### config.mk
export PLATFORM = sky130hd
export DESIGN_NAME = mem_axil_bridge
export DESIGN_NICKNAME = d
export VERILOG_FILES = /design/src/rtl/mem_axil_pkg.sv /design/src/rtl/axil_xfer_if.sv /design/src/rtl/mem_fwd_decoder.sv /design/src/rtl/axil_channel_master.sv /design/src/rtl/mem_rev_packer.sv /design/src/rtl/mem_axil_bridge.sv
export SDC_FILE = /design/constraint.sdc
export NUM_CORES = 1
export LEC_CHECK = 0
export BUFFER_PORTS_ARGS = -buffer_cell sky130_fd_sc_hd__buf_2
export CORE_AREA = 4 4 168 170
export DETAILED_ROUTE_END_ITERATION = 6
export DIE_AREA = 0 0 172 174
export PLACE_DENSITY = 0.71
export SLEW_MARGIN = 10
export SYNTH_ARGS = -nofsm -noshare
export SYNTH_HDL_FRONTEND = slang
export SYNTH_SLANG_ARGS = --single-unit
export TNS_END_PERCENT = 100
### constraint.sdc
create_clock -name clk_i -period 11.9 [get_ports clk_i]
set_input_delay 0 -clock clk_i [delete_from_list [all_inputs] [get_ports clk_i]]
set_output_delay 0 -clock clk_i [all_outputs]
set_load 0.05 [all_outputs]
### src/rtl/mem_axil_pkg.sv
`default_nettype none

package mem_axil_pkg;

  // Bus widths
  localparam int ADDR_W      = 32;
  localparam int FILL_W      = 64;
  localparam int AXIL_DATA_W = 64;
  localparam int STRB_W      = AXIL_DATA_W / 8;
  localparam int OFFS_W      = 3;
  localparam int PAYLOAD_W   = 8;

  // Forward message types
  typedef enum logic [1:0]
  {
    e_mem_rd    = 2'b00,
    e_mem_wr    = 2'b01,
    e_mem_uc_rd = 2'b10,
    e_mem_uc_wr = 2'b11
  } mem_msg_e;

  // Access size as log2 of the byte count
  typedef enum logic [1:0]
  {
    e_size_1 = 2'b00,
    e_size_2 = 2'b01,
    e_size_4 = 2'b10,
    e_size_8 = 2'b11
  } mem_size_e;

  // Header shared by forward and reverse messages
  typedef struct packed
  {
    mem_msg_e               msg_type;
    mem_size_e              size;
    logic [ADDR_W-1:0]      addr;
    logic [PAYLOAD_W-1:0]   payload;
  } mem_header_s;

  // AXI channel sequencer states
  typedef enum logic [2:0]
  {
    e_idle,
    e_wr_addr_data,
    e_wr_resp,
    e_rd_addr,
    e_rd_data,
    e_respond
  } chan_state_e;

endpackage

`default_nettype wire

### src/rtl/axil_xfer_if.sv
`timescale 1ns/10ps
`default_nettype none

interface axil_xfer_if;

  import mem_axil_pkg::*;

  // Command from decoder to sequencer
  logic [ADDR_W-1:0]      cmd_addr;
  logic [AXIL_DATA_W-1:0] cmd_wdata;
  logic [STRB_W-1:0]      cmd_wstrb;
  logic                   cmd_write;
  logic                   cmd_v;
  logic                   cmd_ready;

  // Response from sequencer to packer
  logic [AXIL_DATA_W-1:0] rsp_rdata;
  logic                   rsp_v;
  logic                   rsp_ready;

  modport issuer
  (
    output cmd_addr, cmd_wdata, cmd_wstrb, cmd_write, cmd_v,
    input  cmd_ready
  );

  modport sequencer
  (
    input  cmd_addr, cmd_wdata, cmd_wstrb, cmd_write, cmd_v, rsp_ready,
    output cmd_ready, rsp_rdata, rsp_v
  );

  modport collector
  (
    input  rsp_rdata, rsp_v,
    output rsp_ready
  );

endinterface

`default_nettype wire

### src/rtl/mem_fwd_decoder.sv
`timescale 1ns/10ps
`default_nettype none

module mem_fwd_decoder
  (
    input  logic                              clk_i
  , input  logic                              reset_i

  , input  mem_axil_pkg::mem_header_s         mem_fwd_header_i
  , input  logic [mem_axil_pkg::FILL_W-1:0]   mem_fwd_data_i
  , input  logic                              mem_fwd_v_i
  , output logic                              mem_fwd_ready_and_o

  , axil_xfer_if.issuer                       xfer

  , output mem_axil_pkg::mem_header_s         held_header_o
  , output logic                              held_v_o
  , input  logic                              release_i
  );

  import mem_axil_pkg::*;

  mem_header_s        hdr_r;
  logic               hdr_v_r;
  logic               issued_r;
  logic [FILL_W-1:0]  wdata_r;
  logic [STRB_W-1:0]  size_mask;
  logic               fwd_hs;
  logic               cmd_hs;

  // Accept only while the single-entry buffer is empty
  assign mem_fwd_ready_and_o = ~hdr_v_r;
  assign fwd_hs              = mem_fwd_v_i & mem_fwd_ready_and_o;
  assign cmd_hs              = xfer.cmd_v & xfer.cmd_ready;

  always_ff @(posedge clk_i)
  begin
    if (reset_i)
    begin
      hdr_v_r  <= 1'b0;
      issued_r <= 1'b0;
    end
    else if (fwd_hs)
    begin
      hdr_v_r  <= 1'b1;
      issued_r <= 1'b0;
    end
    else
    begin
      // Header stays until the reverse message leaves
      if (release_i)
        hdr_v_r <= 1'b0;
      if (cmd_hs)
        issued_r <= 1'b1;
    end
  end

  always_ff @(posedge clk_i)
  begin
    if (fwd_hs)
    begin
      hdr_r   <= mem_fwd_header_i;
      wdata_r <= mem_fwd_data_i;
    end
  end

  // Low-aligned byte mask for the access size
  always_comb
  begin
    case (hdr_r.size)
      e_size_1: size_mask = STRB_W'(8'h01);
      e_size_2: size_mask = STRB_W'(8'h03);
      e_size_4: size_mask = STRB_W'(8'h0f);
      default:  size_mask = STRB_W'(8'hff);
    endcase
  end

  assign xfer.cmd_addr  = hdr_r.addr;
  assign xfer.cmd_wdata = wdata_r;
  assign xfer.cmd_wstrb = size_mask << hdr_r.addr[OFFS_W-1:0];
  assign xfer.cmd_write = hdr_r.msg_type inside {e_mem_wr, e_mem_uc_wr};
  // One command per accepted message
  assign xfer.cmd_v     = hdr_v_r & ~issued_r;

  assign held_header_o  = hdr_r;
  assign held_v_o       = hdr_v_r;

endmodule

`default_nettype wire

### src/rtl/axil_channel_master.sv
`timescale 1ns/10ps
`default_nettype none

module axil_channel_master
  (
    input  logic                                    clk_i
  , input  logic                                    reset_i

  , axil_xfer_if.sequencer                          xfer

  // Write address channel
  , output logic [mem_axil_pkg::ADDR_W-1:0]         m_axil_awaddr_o
  , output logic                                    m_axil_awvalid_o
  , input  logic                                    m_axil_awready_i

  // Write data channel
  , output logic [mem_axil_pkg::AXIL_DATA_W-1:0]    m_axil_wdata_o
  , output logic [mem_axil_pkg::STRB_W-1:0]         m_axil_wstrb_o
  , output logic                                    m_axil_wvalid_o
  , input  logic                                    m_axil_wready_i

  // Write response channel
  , input  logic [1:0]                              m_axil_bresp_i
  , input  logic                                    m_axil_bvalid_i
  , output logic                                    m_axil_bready_o

  // Read address channel
  , output logic [mem_axil_pkg::ADDR_W-1:0]         m_axil_araddr_o
  , output logic                                    m_axil_arvalid_o
  , input  logic                                    m_axil_arready_i

  // Read data channel
  , input  logic [mem_axil_pkg::AXIL_DATA_W-1:0]    m_axil_rdata_i
  , input  logic [1:0]                              m_axil_rresp_i
  , input  logic                                    m_axil_rvalid_i
  , output logic                                    m_axil_rready_o
  );

  import mem_axil_pkg::*;

  chan_state_e             state_r;
  chan_state_e             state_n;
  logic                    aw_done_r;
  logic                    w_done_r;
  logic [ADDR_W-1:0]       addr_r;
  logic [AXIL_DATA_W-1:0]  wdata_r;
  logic [STRB_W-1:0]       wstrb_r;
  logic [AXIL_DATA_W-1:0]  rdata_r;
  logic                    cmd_hs;
  logic                    aw_hs;
  logic                    w_hs;
  logic                    aw_fin;
  logic                    w_fin;

  assign cmd_hs = xfer.cmd_v & xfer.cmd_ready;
  assign aw_hs  = m_axil_awvalid_o & m_axil_awready_i;
  assign w_hs   = m_axil_wvalid_o & m_axil_wready_i;

  // AW and W may complete in either order
  assign aw_fin = aw_done_r | aw_hs;
  assign w_fin  = w_done_r | w_hs;

  always_comb
  begin
    state_n = state_r;
    case (state_r)
      e_idle:
        if (cmd_hs)
          state_n = xfer.cmd_write ? e_wr_addr_data : e_rd_addr;
      e_wr_addr_data:
        if (aw_fin && w_fin)
          state_n = e_wr_resp;
      e_wr_resp:
        if (m_axil_bvalid_i)
          state_n = e_respond;
      e_rd_addr:
        if (m_axil_arready_i)
          state_n = e_rd_data;
      e_rd_data:
        if (m_axil_rvalid_i)
          state_n = e_respond;
      e_respond:
        if (xfer.rsp_ready)
          state_n = e_idle;
      default:
        state_n = e_idle;
    endcase
  end

  always_ff @(posedge clk_i)
  begin
    if (reset_i)
    begin
      state_r   <= e_idle;
      aw_done_r <= 1'b0;
      w_done_r  <= 1'b0;
    end
    else
    begin
      state_r <= state_n;
      if (cmd_hs)
      begin
        aw_done_r <= 1'b0;
        w_done_r  <= 1'b0;
      end
      else
      begin
        if (aw_hs)
          aw_done_r <= 1'b1;
        if (w_hs)
          w_done_r <= 1'b1;
      end
    end
  end

  always_ff @(posedge clk_i)
  begin
    if (cmd_hs)
    begin
      addr_r  <= xfer.cmd_addr;
      wdata_r <= xfer.cmd_wdata;
      wstrb_r <= xfer.cmd_wstrb;
    end
    if (m_axil_rvalid_i && m_axil_rready_o)
      rdata_r <= m_axil_rdata_i;
  end

  assign xfer.cmd_ready  = (state_r == e_idle);
  assign xfer.rsp_v      = (state_r == e_respond);
  assign xfer.rsp_rdata  = rdata_r;

  assign m_axil_awaddr_o  = addr_r;
  assign m_axil_awvalid_o = (state_r == e_wr_addr_data) & ~aw_done_r;
  assign m_axil_wdata_o   = wdata_r;
  assign m_axil_wstrb_o   = wstrb_r;
  assign m_axil_wvalid_o  = (state_r == e_wr_addr_data) & ~w_done_r;
  // Error responses are not reported upstream
  assign m_axil_bready_o  = (state_r == e_wr_resp);

  assign m_axil_araddr_o  = addr_r;
  assign m_axil_arvalid_o = (state_r == e_rd_addr);
  assign m_axil_rready_o  = (state_r == e_rd_data);

endmodule

`default_nettype wire

### src/rtl/mem_rev_packer.sv
`timescale 1ns/10ps
`default_nettype none

module mem_rev_packer
  (
    axil_xfer_if.collector                    xfer

  , input  mem_axil_pkg::mem_header_s         held_header_i
  , input  logic                              held_v_i
  , output logic                              release_o

  , output mem_axil_pkg::mem_header_s         mem_rev_header_o
  , output logic [mem_axil_pkg::FILL_W-1:0]   mem_rev_data_o
  , output logic                              mem_rev_v_o
  , input  logic                              mem_rev_ready_and_i
  );

  import mem_axil_pkg::*;

  logic [OFFS_W-1:0]       offs;
  logic [AXIL_DATA_W-1:0]  shifted;
  logic                    rev_hs;

  // Move the addressed bytes down to bit 0
  assign offs    = held_header_i.addr[OFFS_W-1:0];
  assign shifted = xfer.rsp_rdata >> {offs, 3'b000};

  // Replicate the selected group across the fill word
  always_comb
  begin
    case (held_header_i.size)
      e_size_1: mem_rev_data_o = {(FILL_W/8){shifted[7:0]}};
      e_size_2: mem_rev_data_o = {(FILL_W/16){shifted[15:0]}};
      e_size_4: mem_rev_data_o = {(FILL_W/32){shifted[31:0]}};
      default:  mem_rev_data_o = shifted;
    endcase
  end

  assign mem_rev_header_o = held_header_i;
  assign mem_rev_v_o      = xfer.rsp_v & held_v_i;

  // Response and header retire together
  assign rev_hs         = mem_rev_v_o & mem_rev_ready_and_i;
  assign xfer.rsp_ready = rev_hs;
  assign release_o      = rev_hs;

endmodule

`default_nettype wire

### src/rtl/mem_axil_bridge.sv
`timescale 1ns/10ps
`default_nettype none

module mem_axil_bridge
  (
    input  logic                                    clk_i
  , input  logic                                    reset_i

  // Memory forward
  , input  mem_axil_pkg::mem_header_s               mem_fwd_header_i
  , input  logic [mem_axil_pkg::FILL_W-1:0]         mem_fwd_data_i
  , input  logic                                    mem_fwd_v_i
  , output logic                                    mem_fwd_ready_and_o

  // Memory reverse
  , output mem_axil_pkg::mem_header_s               mem_rev_header_o
  , output logic [mem_axil_pkg::FILL_W-1:0]         mem_rev_data_o
  , output logic                                    mem_rev_v_o
  , input  logic                                    mem_rev_ready_and_i

  // AXI4-Lite master
  , output logic [mem_axil_pkg::ADDR_W-1:0]         m_axil_awaddr_o
  , output logic                                    m_axil_awvalid_o
  , input  logic                                    m_axil_awready_i

  , output logic [mem_axil_pkg::AXIL_DATA_W-1:0]    m_axil_wdata_o
  , output logic [mem_axil_pkg::STRB_W-1:0]         m_axil_wstrb_o
  , output logic                                    m_axil_wvalid_o
  , input  logic                                    m_axil_wready_i

  , input  logic [1:0]                              m_axil_bresp_i
  , input  logic                                    m_axil_bvalid_i
  , output logic                                    m_axil_bready_o

  , output logic [mem_axil_pkg::ADDR_W-1:0]         m_axil_araddr_o
  , output logic                                    m_axil_arvalid_o
  , input  logic                                    m_axil_arready_i

  , input  logic [mem_axil_pkg::AXIL_DATA_W-1:0]    m_axil_rdata_i
  , input  logic [1:0]                              m_axil_rresp_i
  , input  logic                                    m_axil_rvalid_i
  , output logic                                    m_axil_rready_o
  );

  import mem_axil_pkg::*;

  mem_header_s  held_header;
  logic         held_v;
  logic         hdr_release;

  axil_xfer_if xfer ();

  mem_fwd_decoder decoder
  (
    .clk_i                (clk_i)
  , .reset_i              (reset_i)
  , .mem_fwd_header_i     (mem_fwd_header_i)
  , .mem_fwd_data_i       (mem_fwd_data_i)
  , .mem_fwd_v_i          (mem_fwd_v_i)
  , .mem_fwd_ready_and_o  (mem_fwd_ready_and_o)
  , .xfer                 (xfer.issuer)
  , .held_header_o        (held_header)
  , .held_v_o             (held_v)
  , .release_i            (hdr_release)
  );

  axil_channel_master sequencer
  (
    .clk_i             (clk_i)
  , .reset_i           (reset_i)
  , .xfer              (xfer.sequencer)
  , .m_axil_awaddr_o   (m_axil_awaddr_o)
  , .m_axil_awvalid_o  (m_axil_awvalid_o)
  , .m_axil_awready_i  (m_axil_awready_i)
  , .m_axil_wdata_o    (m_axil_wdata_o)
  , .m_axil_wstrb_o    (m_axil_wstrb_o)
  , .m_axil_wvalid_o   (m_axil_wvalid_o)
  , .m_axil_wready_i   (m_axil_wready_i)
  , .m_axil_bresp_i    (m_axil_bresp_i)
  , .m_axil_bvalid_i   (m_axil_bvalid_i)
  , .m_axil_bready_o   (m_axil_bready_o)
  , .m_axil_araddr_o   (m_axil_araddr_o)
  , .m_axil_arvalid_o  (m_axil_arvalid_o)
  , .m_axil_arready_i  (m_axil_arready_i)
  , .m_axil_rdata_i    (m_axil_rdata_i)
  , .m_axil_rresp_i    (m_axil_rresp_i)
  , .m_axil_rvalid_i   (m_axil_rvalid_i)
  , .m_axil_rready_o   (m_axil_rready_o)
  );

  mem_rev_packer packer
  (
    .xfer                 (xfer.collector)
  , .held_header_i        (held_header)
  , .held_v_i             (held_v)
  , .release_o            (hdr_release)
  , .mem_rev_header_o     (mem_rev_header_o)
  , .mem_rev_data_o       (mem_rev_data_o)
  , .mem_rev_v_o          (mem_rev_v_o)
  , .mem_rev_ready_and_i  (mem_rev_ready_and_i)
  );

endmodule

`default_nettype wire

==> impl_metrics.csv, run 1 <==
group,metric,value,unit
global_route,grt_antenna_before_repair,4,
worst_setup_path,cp_slowest_cell,"buf_4",
logic_synthesis,synth_async_sr_flop_share,0,%
logic_synthesis,synth_area_leaders,"edfxtp_1 70%, mux2i_1 3.4%, buf_4 2.2%",
clock_tree,cts_setup_buffers,0,
placement,pre_cts_slack,8.73,ns
clock_tree,cts_made_buffers,29,
layout,syn2layout_area_growth,42.1,%
global_route,grt_pass1_wl,54900,um
logic_synthesis,ys_warn_count,0,
flow_run,max_cap_violations,0,
routing,drt-total-wl,36800,um
clock_tree,clock-sinks,283,
routing,num_vias,9115,
power_and_ir_drop,ir_worst_vdd,0.159,mV
logic_synthesis,yosys.area.top_type,"edfxtp_1",
die,num_rows,60,
timing,finalSetupViolations,0,
layout,nFillCells,1982,
routing,drt-initial-drc-count,794,
timing,period_needed,3.68,ns
global_route,grt_pass1_vias,9353,
placement,place_hpwl,24000,um
clock_tree,clkTransAtPathRegs,0.06,ns
global_route,grt-ovfl-total,0,
clock_tree,clkLatencyLatePin,0.56,ns
logic_synthesis,synth.avg_cell_area,15.0,um2
logic_synthesis,synthCells,782,
worst_setup_path,cpPeakStageDelay,0.78,ns
worst_setup_path,end_kind,"primary output",
layout,fin_nets,1545,
timing,tns,0,ns
logic_synthesis,netlist-cell-type-count,59,
die,die_w,172,um
layout,drive_gt1_share,38.6,%
logic_synthesis,synth-edff-count,276,
die,start_util,44.0,%
routing,drcViolationCount,0,
worst_setup_path,arrival,3.68,ns
global_route,grt_usage,23.5,%
logic_synthesis,yosys_register_bits,283,
power_and_ir_drop,power.density,182,nW/um2
timing,fin_skew,0.0129,ns
timing,fin_ws,8.22,ns
routing,ant_nets,0,
clock_tree,cts_buffer_depth,3,
die,fp.coreArea,26700,um2
worst_setup_path,criticalPathCategory,"reg -> out",
timing,finalCritPeriodShare,30.9,%
logic_synthesis,netlist_area,11800,um2
global_route,grt_max_degree,83,
logic_synthesis,ys_seq_area_share,71.6,%
logic_synthesis,synth_flop_cell,"edfxtp_1",
worst_setup_path,startpoint_type,"flip-flop",
hold_path,hp-class,"in -> reg",
clock_tree,cts_root_buf,"clkbuf_16",
timing,slew-limit-headroom,26.9,%
die,die-area,29900,um2
logic_synthesis,synth_fp_nets,967,
routing,wl_per_cell,21.3,um
placement,port-buffer-count,431,
logic_synthesis,synth_most_common_cell,"edfxtp_1",
timing,drv_slew,0,
timing,worst_pin_slew,1.10,ns
clock_tree,cts_tree,"built",
logic_synthesis,synth_top_area_share,70.5,%
logic_synthesis,yosys-top-cells-count,"276 x edfxtp_1, 60 x nor2_1, 55 x nand2_1",
clock_tree,htree_num_levels,1,
worst_setup_path,cp.required,11.90,ns
outcome,status,"complete, no violations",
routing,post_drt_via_cell_ratio,5.27,
power_and_ir_drop,leakage,6.69,nW
worst_setup_path,worstPathMaxFanout,74,
die,die_h,174,um
die,io_pins,436,
placement,gp_congestion,0.923,
timing,hold_viol,0,
timing,rsz0062_at_grt,"false",
worst_setup_path,cp_cell_sequence,"buf_4 -> mux2i_1 -> o2bb2ai_1 -> a221oi_4 -> nor2_1 -> o31ai_1 -> buf_2",
routing,firstDrtPassIters,6,
timing,fmax,272,MHz
-- worst max-delay path, delay by kind of cell (launching register included) --
| kind | cells | cell delay (ns) |
|---|---|---|
| mux | 1 | 0.36 |
| compound gates | 3 | 0.98 |
| flops | 1 | 0.43 |
| simple gates | 1 | 0.14 |
| buf+inv | 2 | 1.12 |
-- cells in the final DEF (no fill, tap or decap), types with 4 or more instances in the layout --
master / n
inv_1: 6
a221oi_4: 5
dfxtp_1: 7
a21oi_1: 44
mux2_2: 23
o22a_1: 6
edfxtp_1: 276
nand3_1: 4
clkbuf_1: 5
dlygate4sd3_1: 182
nor2b_1: 10
nand2b_1: 17
mux2i_1: 40
diode_2: 4
o22ai_1: 21
o211ai_1: 4
nand2_1: 55
buf_4: 10
a21o_1: 4
a31oi_1: 12
and2_1: 5
clkbuf_16: 29
nor2_1: 60
a221o_1: 5
o21ai_0: 27
a211oi_1: 6
buf_2: 431
a221oi_2: 4
nor3_1: 9
o2bb2ai_1: 4
a22oi_1: 7
clkinv_2: 9
-- flip-flops by register name, indices dropped and copies added (netlist names), 3 cells and up --
| name | cells |
|---|---|
| sequencer.state_r | 3 |
| sequencer.xfer.rsp_rdata | 64 |
| sequencer.m_axil_wstrb_o | 8 |
| sequencer.m_axil_wdata_o | 64 |
| decoder.xfer.cmd_addr | 32 |
| sequencer.m_axil_araddr_o | 32 |
| decoder.held_header_o | 12 |
| decoder.xfer.cmd_wdata | 64 |
-- kinds of logic after synthesis --
kind of cell | after synthesis | synth area share [%]
multiplexers | 65 | 6.05
flip-flops | 283 | 71.6
AO/OA/AOI/OAI | 175 | 10.9
AND/OR/NAND/NOR | 175 | 6.80
XOR/XNOR | 1 | 0.0745
buffers and inverters | 83 | 4.51
-- final timing paths --
path / slack [ns] / startpoint / cells past startpoint / end
worst max-delay path: 8.22 / decoder.xfer.cmd_addr[0] / 7 / mem_rev_data_o[62]
worst min-delay path: 0.08 / m_axil_bvalid_i / 4 / sequencer.state_r[0]
worst max register to register: 8.74 / sequencer.state_r[2] / 4 / sequencer.m_axil_wdata_o[8]
worst min register to register: 0.41 / decoder.xfer.cmd_wdata[15] / 0 / sequencer.m_axil_wdata_o[15]
-- metrics by stage --
stage               std cells  total power, mW  instance area (um2)  hold slack [ns]  utilization, %
floorplan                 782             1.93                11800           0.0691               -
global placement         1488             2.09                13900            0.176            52.1
detailed placement       1488             2.10                13900            0.178            52.1
CTS                      1724             3.06                16700           0.0451            62.5
global route             1728             3.16                16700            0.130            62.6
finish                   1728             3.05                16700           0.0823            62.6
-- metal layers --
metal | vias up | track usage, % | part of all wire (%)
met5 | - | 0 | 0.035
met4 | 2 | 7.70 | 3.4
met3 | 94 | 7.28 | 11
met2 | 571 | 39.8 | 49
met1 | 4294 | 28.5 | 36
li1 | 4154 | - | -
-- final cells by class --
class / instances / area, um2 / share of cell area (%)
diodes: 4 / 10.0 / 0.0599
flip-flops and latches: 283 / 8430 / 50.4
clock buffers: 34 / 744 / 4.45
well taps: 341 / 427 / 2.55
inverters: 7 / 26.3 / 0.157
clock inverters: 20 / 209 / 1.25
repair buffers: 623 / 4050 / 24.2
multi-input cells: 416 / 2820 / 16.9
-- report_power, final --
group	internal, mW	switching, mW	total, mW
registers	1.23	0.0468	1.27
logic	0.207	0.656	0.863
clock network	0.519	0.392	0.910
-- what timing repair did --
action	in CTS	in global routing
gates resized for setup	0	0
hold buffers	182	0
hold endpoints to repair	179	0
Power figures use the tool's default switching activity.
==> run 2, diff against run 1 <==
==> constraint.sdc (replaced) <==
create_clock -name clk_i -period 3.55 [get_ports clk_i]
set_input_delay 0 -clock clk_i [delete_from_list [all_inputs] [get_ports clk_i]]
set_output_delay 0 -clock clk_i [all_outputs]
set_load 0.05 [all_outputs]
==> run 2 against run 1 <==
Sequential power grew to 3.4 times the previous value. Global-route usage is 0.44 points higher. Wire length is 1.7% higher. Power grew to 3.4 times the previous value. Clock power grew to 3.3 times the previous value. Setup slack worse by 8.0 ns. First-iteration DRC count is 5.7% higher. Utilization is 0.59 points higher. Critical path depth stayed put. Combinational power grew to 3.5 times the previous value. Register-to-register slack worse by 7.5 ns. Critical endpoint is now mem_rev_data_o[40]. Largest power group unchanged.
==> impl_metrics.csv, run 2 (synthesis gave the netlist of run 1 again) <==
group,metric,value,unit
layout,syn2layout_area_growth,43.5,%
worst_setup_path,critPathLaunch,"decoder.xfer.cmd_addr[1]",
die,die-area,29900,um2
die,die_h,174,um
worst_setup_path,cp.required,3.55,ns
routing,post_drt_via_cell_ratio,5.30,
clock_tree,cts_setup_buffers,0,
layout,stdcell_area,16900,um2
layout,fin_nets,1555,
flow_run,max_cap_violations,0,
clock_tree,cts_buffer_depth,3,
routing,wl_per_cell,21.6,um
power_and_ir_drop,ir_worst_vdd,0.389,mV
worst_setup_path,end_kind,"primary output",
power_and_ir_drop,leakage,6.74,nW
timing,worst_pin_slew,0.936,ns
global_route,grt-ovfl-total,0,
timing,slew-limit-headroom,37.6,%
timing,fin_skew,0.0246,ns
power_and_ir_drop,power.density,610,nW/um2
outcome,status,"complete, no violations",
global_route,grt_antenna_before_repair,2,
placement,place_hpwl,25200,um
clock_tree,cts_tree,"built",
routing,drt-initial-drc-count,839,
routing,num_vias,9192,
worst_setup_path,r2r-start,"decoder.xfer.cmd_addr[1]",
routing,drt-total-wl,37400,um
hold_path,hp-class,"in -> reg",
global_route,grt_usage,23.9,%
layout,final_core_util,63.1,%
die,num_rows,60,
die,io_pins,436,
placement,port-buffer-count,431,
routing,drcViolationCount,0,
die,fp.coreArea,26700,um2
clock_tree,cts_root_buf,"clkbuf_16",
worst_setup_path,cpPeakStageDelay,0.56,ns
timing,drv_slew,0,
worst_setup_path,worstPathMaxFanout,14,
worst_setup_path,cp_slowest_cell,"edfxtp_1",
timing,rsz0062_at_grt,"false",
timing,hold_viol,0,
global_route,grt_max_degree,96,
timing,finalCritPeriodShare,92.8,%
routing,firstDrtPassIters,5,
worst_setup_path,reg2reg_to,"sequencer.m_axil_wstrb_o[5]",
layout,mostFrequentLayoutCells,"431 x buf_2, 276 x edfxtp_1, 181 x dlygate4sd3_1",
clock_tree,htree_num_levels,1,
timing,period_needed,3.30,ns
worst_setup_path,criticalPathCategory,"reg -> out",
global_route,grt_pass1_vias,9492,
hold_path,hold_path.startpoint,"m_axil_rvalid_i",
clock_tree,clock-sinks,283,
power_and_ir_drop,power.total,10.3,mW
placement,gp_congestion,0.945,
worst_setup_path,cp-endpoint,"mem_rev_data_o[40]",
worst_setup_path,rrSetupSlack,1.23,ns
worst_setup_path,startpoint_type,"flip-flop",
routing,ant_nets,0,
layout,drive_gt1_share,38.9,%
clock_tree,clkLatencyLatePin,0.54,ns
layout,final_common_cell,"buf_2",
clock_tree,cts_made_buffers,29,
worst_setup_path,rr_worst_depth,6,
worst_setup_path,cp_cell_sequence,"buf_4 -> nand2b_1 -> o22ai_1 -> a221oi_4 -> nor2_1 -> a221oi_1 -> buf_2",
die,die_w,172,um
die,start_util,44.0,%
worst_setup_path,arrival,3.30,ns
clock_tree,clkTransAtPathRegs,0.06,ns
placement,placed_cell_area,14100,um2
global_route,grt_pass1_wl,55500,um
timing,finalSetupViolations,0,
timing,fmax,303,MHz
## run 2: changes by cell type in the layout (fill, tap and decap cells not counted), moves of 2 or more
cell,change
buf_12,+7
clkinvlp_4,+3
buf_4,+4
clkinv_4,-2
clkinv_2,-6
clkbuf_8,+2
diode_2,-2
clkbuf_1,+3
## run 2: power breakdown
group          internal, mW  switching (mW)  total, mW  leakage (nW)
logic                 0.768            2.24       3.01          3.67
registers              4.11           0.168       4.27          2.63
clock network          1.77            1.24       3.00         0.448
## run 2: metrics by stage
stage / hold slack (ns) / TNS (ns) / worst slack [ns] / instances
floorplan: 0.0627 / -38.70 / -0.297 / 782
CTS: 0.0255 / 0 / 0.334 / 1733
global placement: 0.176 / 0 / 0.963 / 1499
global route: 0.0795 / 0 / 0.126 / 1735
detailed placement: 0.178 / 0 / 0.903 / 1499
finish: 0.0856 / 0 / 0.254 / 1735
## run 2: worst min path at each step
stage / end / slack [ns] / cells after the start
after floorplan: decoder.held_v_o / 0.06 / 1
after global routing: sequencer.state_r[0] / 0.08 / 4
after CTS: sequencer.state_r[0] / 0.03 / 4
after detailed placement: sequencer.xfer.rsp_rdata[34] / 0.18 / 1
after global placement: decoder.held_header_o[4] / 0.18 / 1
final: sequencer.state_r[0] / 0.09 / 4
## run 2: final cells by class
type                       instances  area (um2)
tap                              341         427
multi-input combinational        416        2830
clock buffer                      39         783
clock inverter                    14         160
antenna                            2        5.00
sequential                       283        8430
inverter                           7        30.0
timing repair buffer             633        4210
fill                            1948        9850
## run 2: what timing repair did
item                                   4_1_cts  5_1_grt
endpoints found under the hold margin      192        0
hold buffers                               181        0
resized for setup                            0        0
## run 2: metal layers
metal / GRT usage (%) / vias up / routed length [um]
met4: 9.37 / 0 / 1670
met3: 4.71 / 108 / 3270
li1: - / 4165 / -
met2: 41.2 / 552 / 18500
met1: 29.6 / 4367 / 13900
met5: 0 / - / 0
## run 2: critical path, delay by kind of cell (launching register included)
kind,cells,cell delay (ns)
DFF,1,0.56
buffers and inverters,2,0.61
and+or+nand+nor,2,0.66
AOI/OAI and AO/OA,3,0.94
==> run 3, diff against run 2 <==
--- a/config.mk
+++ b/config.mk
@@ -9,6 +9,7 @@
 export CORE_AREA = 4 4 168 170
 export DETAILED_ROUTE_END_ITERATION = 6
 export DIE_AREA = 0 0 172 174
+export GPL_TIMING_DRIVEN = 0
 export PLACE_DENSITY = 0.71
 export SLEW_MARGIN = 10
 export SYNTH_ARGS = -nofsm -noshare
==> run 3 against run 2 <==
Clock power hardly changed. Sequential share of layout area fell by 1.4 points. Register-to-register slack worse by 0.50 ns. First-iteration DRC count up 12%. Cell area up 2.9%. Critical path depth increased by 1. Wire length is 15% higher. Count of clock-buffer cells in the layout down 2. Maximum frequency is 1.4% lower. Non-clock buffer count increased by 67. Power increased by 1.9%. Largest cell class unchanged. Utilization grew 1.8 points.
==> impl_metrics.csv, run 3 (synthesis gave the netlist of run 1 again) <==
group,metric,value,unit
outcome,status,"complete, no violations",
placement,pre_cts_slack,0.652,ns
layout,syn2layout_area_growth,47.6,%
flow_run,max_cap_violations,0,
routing,ant_nets,0,
die,die-area,29900,um2
worst_setup_path,criticalPathCategory,"reg -> out",
routing,dr_wl_met2,21000,um
die,die_w,172,um
placement,port-buffer-count,431,
clock_tree,clkLatencyLatePin,0.58,ns
timing,tns,0,ns
layout,final_core_util,65.0,%
clock_tree,htree_num_levels,1,
worst_setup_path,cp.required,3.55,ns
timing,rsz0062_at_grt,"false",
global_route,grt_max_degree,35,
layout,drive_gt1_share,40.1,%
worst_setup_path,startpoint_type,"flip-flop",
timing,drv_slew,0,
clock_tree,cts_root_buf,"clkbuf_16",
layout,final_cells,1800,
hold_path,hold_path.startpoint,"m_axil_rvalid_i",
layout,mostFrequentLayoutCells,"440 x buf_2, 276 x edfxtp_1, 182 x dlygate4sd3_1",
worst_setup_path,end_kind,"primary output",
global_route,grt_pass1_wl,62500,um
timing,fin_ws,0.207,ns
timing,period_needed,3.34,ns
die,io_pins,436,
worst_setup_path,arrival,3.34,ns
routing,wl_met3,4330,um
clock_tree,clkTransAtPathRegs,0.07,ns
layout,final_common_cell,"buf_2",
power_and_ir_drop,power.total,10.5,mW
timing,hold_viol,0,
timing,fin_skew,0.0293,ns
global_route,grt_usage,27.6,%
routing,firstDrtPassIters,5,
timing,whs,0.0339,ns
timing,finalSetupViolations,0,
placement,gp_congestion,1.02,
global_route,grt-ovfl-total,0,
power_and_ir_drop,leakage,7.01,nW
worst_setup_path,reg2reg_to,"sequencer.m_axil_araddr_o[21]",
worst_setup_path,critPathLaunch,"decoder.xfer.cmd_addr[2]",
placement,place_hpwl,28900,um
placement,placed_cell_area,14600,um2
clock_tree,cts_made_buffers,29,
worst_setup_path,rr_worst_depth,8,
timing,fmax,299,MHz
timing,slew-limit-headroom,40.4,%
power_and_ir_drop,power.density,603,nW/um2
worst_setup_path,cp-endpoint,"mem_rev_data_o[45]",
worst_setup_path,rrSetupSlack,0.73,ns
power_and_ir_drop,ir_worst_vdd,0.516,mV
routing,num_vias,9694,
routing,post_drt_via_cell_ratio,5.39,
routing,wl_per_cell,23.8,um
routing,drt-total-wl,42800,um
worst_setup_path,worstPathMaxFanout,10,
clock_tree,cts_tree,"built",
die,start_util,44.0,%
hold_path,hp-class,"in -> reg",
die,fp.coreArea,26700,um2
routing,top_layer,"met4",
worst_setup_path,r2r-start,"sequencer.state_r[0]",
clock_tree,cts_buffer_depth,3,
die,die_h,174,um
routing,drcViolationCount,0,
hold_path,whs_path_depth,2,
layout,antennaDiodeCount,0,
global_route,grt_antenna_before_repair,0,
routing,drt-met1-wl,15600,um
routing,drt-initial-drc-count,938,
timing,finalCritPeriodShare,94.2,%
placement,post-place-cells,1566,
global_route,grt_pass1_vias,10094,
layout,fin_nets,1622,
layout,stdcell_area,17400,um2
timing,worst_pin_slew,0.890,ns
die,num_rows,60,
clock_tree,clock-sinks,283,
[run 3: worst max-delay path, stage by stage, from the launching register on]
cell	delay [ns]
edfxtp_1	0.41
clkbuf_2	0.24
nand2b_1	0.34
clkbuf_1	0.54
o22ai_1	0.16
a221o_1	0.38
o21a_1	0.20
a21oi_1	0.21
buf_2	0.31
[run 3: per-layer routing]
metal | vias up | global-route usage, %
li1 | 4299 | -
met1 | 4598 | 33.9
met2 | 658 | 47.5
met3 | 139 | 5.84
met4 | 0 | 10.8
met5 | - | 0
[run 3: worst min-delay path by stage]
stage | end | slack, ns
2_1_floorplan | decoder.held_v_o | 0.06
3_3_place_gp | decoder.held_header_o[4] | 0.18
3_5_place_dp | decoder.xfer.cmd_wdata[4] | 0.18
4_1_cts | sequencer.xfer.rsp_rdata[13] | 0.02
5_1_grt | sequencer.xfer.rsp_rdata[13] | 0.04
6_report | sequencer.xfer.rsp_rdata[13] | 0.03
[run 3: layout make-up]
class / instances / area, um2
repair buffers: 625 / 4200
flip-flops and latches: 283 / 8430
inverters: 7 / 30.0
clock inverters: 16 / 135
multi-input cells: 416 / 2830
plain buffers: 75 / 500
clock buffers: 37 / 818
well taps: 341 / 427
fillers: 1910 / 9360
[run 3: report_power, final]
part           total (mW)  switching [mW]  internal [mW]
combinational        3.21            2.35          0.860
clock                3.02            1.31           1.71
sequential           4.25           0.143           4.11
total                10.5            3.80           6.68
[run 3: repair_timing]
item,4_1_cts,5_1_grt
hold buffers,182,0
buffers inserted,0,0
endpoints found under the hold margin,193,0
endpoints found under the setup margin,0,2
resized for setup,0,0
